<file path="config.mk">
export PLATFORM = sky130hd
export DESIGN_NAME = lab_top
export DESIGN_NICKNAME = d
export VERILOG_FILES = /design/src/lab_pkg.sv /design/src/tick_timer.sv /design/src/tick_counters.sv /design/src/seg_driver.sv /design/src/alu_4bit.sv /design/src/select_logic.sv /design/src/lab_top.sv
export VERILOG_INCLUDE_DIRS = /design/src /design/src/include
export SDC_FILE = /design/constraint.sdc
export NUM_CORES = 1
export LEC_CHECK = 0
export BUFFER_PORTS_ARGS = -buffer_cell sky130_fd_sc_hd__clkbuf_2
export CORE_AREA = 2 2 97 99
export CTS_CLUSTER_DIAMETER = 50
export DETAILED_ROUTE_END_ITERATION = 10
export DIE_AREA = 0 0 99 101
export GPL_ROUTABILITY_DRIVEN = 1
export GPL_TIMING_DRIVEN = 0
export PLACE_DENSITY_LB_ADDON = 0.1
export SYNTH_ARGS = -nofsm -noshare
export SYNTH_HDL_FRONTEND = slang
export SYNTH_SLANG_ARGS = --single-unit
</file>
<file path="constraint.sdc">
create_clock -name clk -period 8.7 [get_ports clk]
set_input_delay 2.61 -clock clk [delete_from_list [all_inputs] [get_ports clk]]
set_output_delay 2.61 -clock clk [all_outputs]
set_load 0.02 [all_outputs]
</file>
<file path="src/include/lab_macros.svh">
`ifndef LAB_MACROS_SVH
`define LAB_MACROS_SVH

// clk cycles per tick
// a board build sets this to the clock rate in Hz for a one second tick
`define TICK_DIV 10

// seven-segment digits on the board
`define SEG_DIGITS 8

`endif

</file>
<file path="src/lab_pkg.sv">
package lab_pkg;

    typedef logic [3:0] nibble_t;   // alu operand or result
    typedef logic [3:0] digit_t;    // one bcd digit
    typedef logic [7:0] seg_t;      // active low segments with dp on bit 7
    typedef logic [2:0] code3_t;
    typedef logic [7:0] onehot8_t;
    typedef logic [7:0] byte_t;
    typedef logic [2:0] alu_op_t;

    localparam alu_op_t ALU_ADD = 3'd0;
    localparam alu_op_t ALU_SUB = 3'd1;
    localparam alu_op_t ALU_NOT = 3'd2;
    localparam alu_op_t ALU_AND = 3'd3;
    localparam alu_op_t ALU_OR  = 3'd4;
    localparam alu_op_t ALU_XOR = 3'd5;
    localparam alu_op_t ALU_LT  = 3'd6;  // signed compare
    localparam alu_op_t ALU_EQ  = 3'd7;

    typedef struct packed {
        logic zero;
        logic overflow;
        logic carry;
    } alu_flags_t;

    typedef struct packed {
        digit_t tens;
        digit_t ones;
    } bcd_count_t;

    // d0 is the rightmost digit
    typedef struct packed {
        seg_t d7;
        seg_t d6;
        seg_t d5;
        seg_t d4;
        seg_t d3;
        seg_t d2;
        seg_t d1;
        seg_t d0;
    } seg_bank_t;

endpackage

</file>
<file path="src/tick_timer.sv">
`timescale 1ns/1ns
`include "lab_macros.svh"

module tick_timer (
    input  logic clk,
    input  logic rst_n,
    output logic tick
);

    localparam int CNT_W = $clog2(`TICK_DIV);
    localparam logic [CNT_W-1:0] CNT_LAST = CNT_W'(`TICK_DIV - 1);

    logic [CNT_W-1:0] cnt;
    logic             wrap;

    assign wrap = (cnt == CNT_LAST);

    // free running divider, the tick lands one cycle after the wrap is seen
    always_ff @(posedge clk) begin
        if (!rst_n) begin
            cnt  <= '0;
            tick <= 1'b0;
        end else begin
            cnt  <= wrap ? '0 : cnt + 1'b1;
            tick <= wrap;  // single cycle pulse
        end
    end

endmodule

</file>
<file path="src/tick_counters.sv">
`timescale 1ns/1ns

module tick_counters (
    input  logic                clk,
    input  logic                rst_n,
    input  logic                tick,
    input  logic                count_en,
    output lab_pkg::bcd_count_t count,
    output lab_pkg::code3_t     down_count
);

    import lab_pkg::*;

    logic   step;
    digit_t ones_nxt;
    digit_t tens_nxt;

    assign step = tick && count_en;

    // decimal increment kept in bcd, 99 rolls over to 00
    always_comb begin
        ones_nxt = count.ones + 4'd1;
        tens_nxt = count.tens;
        if (count.ones >= 4'd9) begin
            ones_nxt = '0;
            if (count.tens >= 4'd9) begin
                tens_nxt = '0;
            end else begin
                tens_nxt = count.tens + 4'd1;
            end
        end
    end

    always_ff @(posedge clk) begin
        if (!rst_n) begin
            count      <= '0;
            down_count <= '0;
        end else if (step) begin
            count.ones <= ones_nxt;
            count.tens <= tens_nxt;
            down_count <= down_count - 3'd1;  // 0 wraps to 7
        end
    end

endmodule

</file>
<file path="src/seg_driver.sv">
`timescale 1ns/1ns
`include "lab_macros.svh"

module seg_driver (
    input  logic                clk,
    input  logic                rst_n,
    input  lab_pkg::bcd_count_t count,
    output lab_pkg::seg_bank_t  segs
);

    import lab_pkg::*;

    localparam seg_t SEG_BLANK = 8'hff;

    seg_t [`SEG_DIGITS-1:0] seg_nxt;

    // segment order is {dp, g, f, e, d, c, b, a}, low means lit
    function automatic seg_t bcd_to_seg(input digit_t d);
        seg_t pat;
        case (d)
            4'd0:    pat = 8'hc0;
            4'd1:    pat = 8'hf9;
            4'd2:    pat = 8'ha4;
            4'd3:    pat = 8'hb0;
            4'd4:    pat = 8'h99;
            4'd5:    pat = 8'h92;
            4'd6:    pat = 8'h82;
            4'd7:    pat = 8'hf8;
            4'd8:    pat = 8'h80;
            4'd9:    pat = 8'h90;
            default: pat = SEG_BLANK;  // not a bcd digit
        endcase
        return pat;
    endfunction

    always_comb begin
        for (int i = 0; i < `SEG_DIGITS; i++) begin
            seg_nxt[i] = SEG_BLANK;
        end
        seg_nxt[0] = bcd_to_seg(count.ones);
        seg_nxt[1] = bcd_to_seg(count.tens);
    end

    always_ff @(posedge clk) begin
        if (!rst_n) begin
            segs    <= '1;
            segs.d0 <= bcd_to_seg(4'd0);  // shows 00
            segs.d1 <= bcd_to_seg(4'd0);
        end else begin
            segs <= seg_bank_t'(seg_nxt);
        end
    end

endmodule

</file>
<file path="src/alu_4bit.sv">
`timescale 1ns/1ns

module alu_4bit (
    input  lab_pkg::alu_op_t    alu_op,
    input  lab_pkg::nibble_t    alu_a,
    input  lab_pkg::nibble_t    alu_b,
    output lab_pkg::nibble_t    alu_res,
    output lab_pkg::alu_flags_t alu_flags
);

    import lab_pkg::*;

    logic       is_sub;
    nibble_t    b_eff;
    logic [4:0] sum;      // bit 4 is the carry out
    logic       sum_ovf;

    // one adder for both, subtract is a + ~b + 1
    assign is_sub = (alu_op == ALU_SUB);
    assign b_eff  = is_sub ? ~alu_b : alu_b;
    assign sum    = {1'b0, alu_a} + {1'b0, b_eff} + {4'd0, is_sub};

    // operands of equal sign giving a result of the other sign
    assign sum_ovf = (alu_a[3] == b_eff[3]) && (sum[3] != alu_a[3]);

    always_comb begin
        alu_res            = '0;
        alu_flags.carry    = 1'b0;
        alu_flags.overflow = 1'b0;
        case (alu_op)
            ALU_ADD, ALU_SUB: begin
                alu_res            = sum[3:0];
                alu_flags.carry    = sum[4];
                alu_flags.overflow = sum_ovf;
            end
            ALU_NOT: alu_res = ~alu_a;
            ALU_AND: alu_res = alu_a & alu_b;
            ALU_OR:  alu_res = alu_a | alu_b;
            ALU_XOR: alu_res = alu_a ^ alu_b;
            ALU_LT: begin
                alu_res = {3'b000, ($signed(alu_a) < $signed(alu_b))};
            end
            ALU_EQ: begin
                alu_res = {3'b000, (alu_a == alu_b)};
            end
            default: alu_res = '0;
        endcase
        alu_flags.zero = (alu_res == 4'd0);  // for every op
    end

endmodule

</file>
<file path="src/select_logic.sv">
`timescale 1ns/1ns

module select_logic (
    input  lab_pkg::byte_t    mux_in,
    input  logic [1:0]        mux_sel,
    output logic [1:0]        mux_out,
    input  lab_pkg::code3_t   dec_in,
    input  logic              dec_en,
    output lab_pkg::onehot8_t dec_out,
    input  lab_pkg::onehot8_t enc_in,
    input  logic              enc_en,
    output lab_pkg::code3_t   enc_out,
    output logic              enc_valid
);

    import lab_pkg::*;

    code3_t hi_idx;

    // field n sits at bits 2n+1:2n
    assign mux_out = mux_in[{mux_sel, 1'b0} +: 2];

    assign dec_out = dec_en ? onehot8_t'(8'd1 << dec_in) : '0;

    // scan upward so the highest request wins
    always_comb begin
        hi_idx = '0;
        for (int i = 0; i < 8; i++) begin
            if (enc_in[i]) begin
                hi_idx = code3_t'(i);
            end
        end
    end

    assign enc_valid = enc_en && (enc_in != '0);
    assign enc_out   = enc_valid ? hi_idx : '0;  // zero when idle or disabled

endmodule

</file>
<file path="src/lab_top.sv">
`timescale 1ns/1ns

module lab_top (
    input  logic                clk,
    input  logic                rst_n,
    input  logic                count_en,
    output logic                tick,
    output lab_pkg::code3_t     down_count,
    output lab_pkg::seg_bank_t  segs,
    input  lab_pkg::alu_op_t    alu_op,
    input  lab_pkg::nibble_t    alu_a,
    input  lab_pkg::nibble_t    alu_b,
    output lab_pkg::nibble_t    alu_res,
    output lab_pkg::alu_flags_t alu_flags,
    input  lab_pkg::byte_t      mux_in,
    input  logic [1:0]          mux_sel,
    output logic [1:0]          mux_out,
    input  lab_pkg::code3_t     dec_in,
    input  logic                dec_en,
    output lab_pkg::onehot8_t   dec_out,
    input  lab_pkg::onehot8_t   enc_in,
    input  logic                enc_en,
    output lab_pkg::code3_t     enc_out,
    output logic                enc_valid
);

    import lab_pkg::*;

    bcd_count_t count;  // decimal count toward the display

    tick_timer i_timer (
        .clk   (clk),
        .rst_n (rst_n),
        .tick  (tick)
    );

    // count_en gates the counters only
    tick_counters i_counters (
        .clk        (clk),
        .rst_n      (rst_n),
        .tick       (tick),
        .count_en   (count_en),
        .count      (count),
        .down_count (down_count)
    );

    seg_driver i_seg (
        .clk   (clk),
        .rst_n (rst_n),
        .count (count),
        .segs  (segs)
    );

    alu_4bit i_alu (
        .alu_op    (alu_op),
        .alu_a     (alu_a),
        .alu_b     (alu_b),
        .alu_res   (alu_res),
        .alu_flags (alu_flags)
    );

    select_logic i_select (
        .mux_in    (mux_in),
        .mux_sel   (mux_sel),
        .mux_out   (mux_out),
        .dec_in    (dec_in),
        .dec_en    (dec_en),
        .dec_out   (dec_out),
        .enc_in    (enc_in),
        .enc_en    (enc_en),
        .enc_out   (enc_out),
        .enc_valid (enc_valid)
    );

endmodule

</file>
# Word level (Yosys, flattened, before mapping)

Memories as Yosys holds them, arrays and structs flattened. A register that Yosys moved wholly into a read port is not among the register bits.
Index checks and enable logic that the tools add are counted.

Add/subtract/negate cells: 6
$lt $le $gt $ge: 3
Equal/unequal tests: 11
Shift-type cells: 2
Mux-type cells: 14
Bitwise gates (word level): 6
Reduce and logical (&&, ||, !) cells: 11

Operators with widths:

| operator                                            | count |
|---|---|
| one-hot mux 4 bit (7 select lines)                  | 1 |
| 2-to-1 mux 3 bit                                    | 5 |
| adder 4 x 1 -> 4 bit, second input constant         | 3 |
| equality test 3 bit, second input constant          | 4 |
| 2-to-1 mux 4 bit                                    | 3 |
| >= comparator 4 bit, second input constant          | 2 |
| 2-to-1 mux 8 bit                                    | 1 |
| inverter 4 bit                                      | 2 |
| nonzero test 8 bit                                  | 1 |
| variable part select 8 x 4 -> 2 bit                 | 1 |
| left shift 1 x 3 -> 8 bit, first input constant     | 1 |
| equality test 3 x 2 -> 1 bit, second input constant | 2 |
| 2-to-1 mux 2 bit                                    | 3 |
| adder 4 x 4 -> 5 bit                                | 1 |
| adder 5 x 1 -> 5 bit                                | 1 |
| AND 4 bit                                           | 1 |
| equality test 4 bit                                 | 1 |
| equality test 4 bit, second input constant          | 1 |
| zero test 4 bit                                     | 1 |
| < comparator 4 bit                                  | 1 |
| bitwise OR 4 bit                                    | 1 |
| OR reduction 2 bit                                  | 2 |
| bitwise XOR 4 bit                                   | 1 |
| equality test 3 x 1 -> 1 bit, second input constant | 1 |
| other kinds (9)                                     | 12 |

Register bits after elaboration: 38
Memory bits (read-only): 224
Bits of input ports: 37
Logic and storage cells: 68
Memories: 2

Memory list:

| name            | depth | bits a word | rd ports | clocked after Yosys merged registers in | write ports | line             | RTL |
|---|---|---|---|---|---|---|---|
| (no name shown) | 16    | 7           | 1        | 1                                       | 0           | seg_driver.sv:20 | `case (d)` |
| (no name shown) | 16    | 7           | 1        | 1                                       | 0           | seg_driver.sv:20 |  |

# Logic depth before layout (Yosys ltp)

Word-level depth: 8
Mapped depth: 10
Depth with buffers taken out: 9

# By module

A second synthesis with hierarchy kept.

Cell total of the unflattened synthesis: 330
Area, all modules: 2807.7 um^2

Modules (own cells, without submodules):

| module        | instances | cells each | area an instance (um^2) | seq. area each (um^2) |
|---|---|---|---|---|
| seg_driver    | 1         | 130        | 1127.3                  | 280.3 |
| alu_4bit      | 1         | 82         | 660.6                   | 0.0 |
| tick_counters | 1         | 68         | 623.1                   | 220.2 |
| tick_timer    | 1         | 21         | 212.7                   | 100.1 |
| select_logic  | 1         | 29         | 183.9                   | 0.0 |

# Worst setup path after synthesis

OpenSTA, ideal clock, no wires.

Path type: input to output
Start: in alu_op[0]
End: out alu_flags[2] in the netlist's numbering
Arrival time: 4.641 ns
Path slack: 1.449 ns
Cell stages on the path: 10
Buffers on the path: 2
Cell sequence: buf_6 -> buf_2 -> and2_0 -> xnor2_1 -> ha_1 -> o21a_1 -> o22ai_2 -> xor2_1 -> a21oi_1 -> a211oi_2

RTL lines:

| item        | line          | RTL |
|---|---|---|
| from (decl) | lab_top.sv:10 | `input lab_pkg::alu_op_t alu_op,` |
| to (decl)   | lab_top.sv:14 | `output lab_pkg::alu_flags_t alu_flags,` |

==> flow_metrics.env <==
export IMPL_status="finished, final reports clean"
export IMPL_port_buffer_count=74
export IMPL_initial_core_util=0.290
export IMPL_met1_usage=0.138
export IMPL_cts_hold_buffers=0
export IMPL_dr_total_vias=2344
export IMPL_synth_top_cell_by_area="dfxtp_1"
export IMPL_startpoint_type="input pin"
export IMPL_min_path_type="reg -> reg"
export IMPL_core_area_sq_um=8980
export IMPL_fin_crit_sh=0.874
export IMPL_clock_tree_root_cell="clkbuf_8"
export IMPL_yosys_warnings=0
export IMPL_dieArea_sq_um=10000
export IMPL_die_h_um=101
export IMPL_totalPowerFinal_w=0.000385
export IMPL_leakage_nw=1.70
export IMPL_dp_hpwl_um=4590
export IMPL_grt_use_met3=0.0312
export IMPL_synthTopCellsByArea="dfxtp_1 23%, buf_4 15%, ha_1 13%"
export IMPL_rows=35
export IMPL_track_usage=0.113
export IMPL_rsz0062_at_grt="false"
export IMPL_routabilityCongestion=0.803
export IMPL_synth_cell_area_sq_um=2600
export IMPL_ctsResizeCount=0
export IMPL_post_cts_buffers=0
export IMPL_synthMuxAreaShare=0.0384
export IMPL_ys_seq_area_frac=0.231
export IMPL_setup_tns_ns=0
export IMPL_insertion_delay_ns=0.28
export IMPL_synth_top_cell_area_share=0.231
export IMPL_cp_arrival_ns=4.99
export IMPL_multi_input_area_sq_um=1670
export IMPL_n_fill_cell=959
export IMPL_synth_edff_count=0
export IMPL_clkPwrFrac=0.344
export IMPL_synth_compound_area_frac=0.159
export IMPL_cpPeakStageDelay_ns=0.51
export IMPL_antenna_left=0
export IMPL_vias_per_cell=4.15
export IMPL_clk_pin_slew_worst_paths_ns=0.07
export IMPL_io_pins=126
export IMPL_fin_nets=518
export IMPL_cts_buffers=5
export IMPL_crit_buf_inv=5
export IMPL_hold_violations=0
export IMPL_yosys_area_share_simple=0.182
export IMPL_synth_common_cells="51 x buf_4, 35 x nor2_1, 30 x dfxtp_1"
export IMPL_diodes=0
export IMPL_crit_fanout=10
export IMPL_post_route_util=0.380
export IMPL_cp_top_family="buffers and inverters"
export IMPL_antenna_found_initial=0
export IMPL_critPathKind="in -> out"
export IMPL_p_sw_frac=0.310
export IMPL_grt_max_degree=11
export IMPL_htreeDepth=2
export IMPL_gr_total_overflow=0
export IMPL_skew_ns=0.00392
export IMPL_required_ns=6.09
export IMPL_p_int_w=0.000266
export IMPL_die_w_um=99
export IMPL_crit_chain="clkbuf_2 -> buf_6 -> buf_2 -> and2_0 -> xnor2_1 -> inv_1 -> fa_1 -> nor2_1 -> a211oi_2 -> nand2_1 -> a211oi_2 -> clkbuf_2"
export IMPL_power_frac_comb=0.293
export IMPL_clockBufferDepth=2
export IMPL_async_reset_ff_frac=0
export IMPL_setup_viol_count_final=0
export IMPL_cp_end_kind="primary output"
export IMPL_register_area_sq_um=601
export IMPL_grtUsageMet2=0.196
export IMPL_grt_pass1_vias=2172
export IMPL_wl_per_cell_um=9.98
export IMPL_first_pass_iters=4
export IMPL_synth_ff_type="dfxtp_1"
export IMPL_fmax_mhz=132
export IMPL_ir_drop_v=0.0000421
export IMPL_p_per_area_nw_per_um2=113
export IMPL_drc=0
export IMPL_yosys_register_bits=30
export IMPL_synth_top_family_by_area="buffers and inverters"
export IMPL_drt_initial_drc_count=84
export IMPL_pwr_share_seq=0.363
export IMPL_busiest_layer="met2"
export IMPL_drive_gt1_frac=0.330
export IMPL_synth_xor_area_frac=0.0504
export IMPL_netlist_instances=323
export IMPL_grt_pass1_wl_um=9390
export IMPL_synthAdderAreaFrac=0.137
export IMPL_finalMaxSlewViolations=0
export IMPL_clock_sinks=30
export IMPL_power_switching_w=0.000119
export IMPL_tritoncts="yes"
export IMPL_slowest_stage="fa_1"
export IMPL_period_needed_ns=7.60
export IMPL_synth_most_common_cell="buf_4"
export IMPL_area_growth_pct=30.8
export IMPL_max_cap_viol_count=0
export IMPL_finalWirelength_um=5640
export IMPL_synth_cell_types=51
export IMPL_syn_area_per_cell_sq_um=8.07
[cells by family (layout without fill, tap and decap cells)]
| group | after synthesis | after routing |
|---|---|---|
| multiplexers | 7 | 7 |
| XOR/XNOR | 15 | 15 |
| other | 1 | 50 |
| adder cells (fa/ha/maj) | 28 | 28 |
| AO/OA/AOI/OAI | 61 | 61 |
| buffers and inverters | 85 | 167 |
| flip-flops | 30 | 30 |
| AND/OR/NAND/NOR | 96 | 96 |
[metal layers]
| layer | up-vias | part of all wire |
|---|---|---|
| met1 | 1025 | 0.44 |
| met4 | 0 | 0.0050 |
| met5 | - | 0 |
| li1 | 1239 | - |
| met3 | 4 | 0.073 |
| met2 | 76 | 0.48 |
[state kept, by name, summed over array words and instances, names as in the netlist]
register and cells:
i_counters.count 8, i_counters.down_count 3, i_seg.segs 14, i_timer.cnt 4, i_timer.tick 1
[worst reg2reg max path: stages, from the launching register on]
cell      delay (ns)
dfxtp_1         0.49
inv_1           0.17
ha_1            0.23
o311a_1         0.38
nand3_1         0.12
nand2_1         0.12
a311oi_1        0.26
[layout make-up]
cell class / instances / area share
clock buffers: 8 / 0.0323
flip-flops and latches: 30 / 0.176
repair buffers: 74 / 0.109
multi-input cells: 257 / 0.489
well taps: 111 / 0.0407
plain buffers: 62 / 0.128
inverters: 23 / 0.0253
[path summary, 6_finish.rpt]
path              depth (start not counted)                start                  end  slack, ns
setup / recovery                         12            alu_op[0]         alu_flags[2]       1.10
hold / removal                            1       i_timer.cnt[0]       i_timer.cnt[0]       0.47
setup reg to reg                          6  i_counters.count[1]  i_counters.count[6]       6.85
hold reg to reg                           1       i_timer.cnt[0]       i_timer.cnt[0]       0.47
[power groups by stage]
stage               Combinational (W)  Clock [W]  Sequential, W
floorplan                   0.0000862          0       0.000143
global placement             0.000112          0       0.000143
detailed placement           0.000113          0       0.000143
CTS                          0.000113   0.000137       0.000140
global route                 0.000124   0.000143       0.000140
finish                       0.000113   0.000133       0.000140
[stage by stage]
step,cell area (sq um),hold slack (ns),cells,worst slack (ns)
floorplan,2790,0.433,372,1.45
global placement,3300,0.453,557,1.11
detailed placement,3300,0.468,557,1.08
CTS,3410,0.482,565,1.08
global route,3410,0.495,565,0.833
finish,3410,0.470,565,1.10
[placed cells by master, fill, tap and decap left out, types with 5 or more instances in the layout]
master	n
a21oi_1	13
dfxtp_1	30
ha_1	27
clkbuf_8	8
xnor2_1	13
clkbuf_2	74
nor3_1	6
conb_1	50
and2_1	5
buf_4	51
nand2_1	26
o21ai_0	18
nor2_1	35
clkbuf_1	5
inv_1	23
No activity file was read; power rests on OpenSTA's default activity.
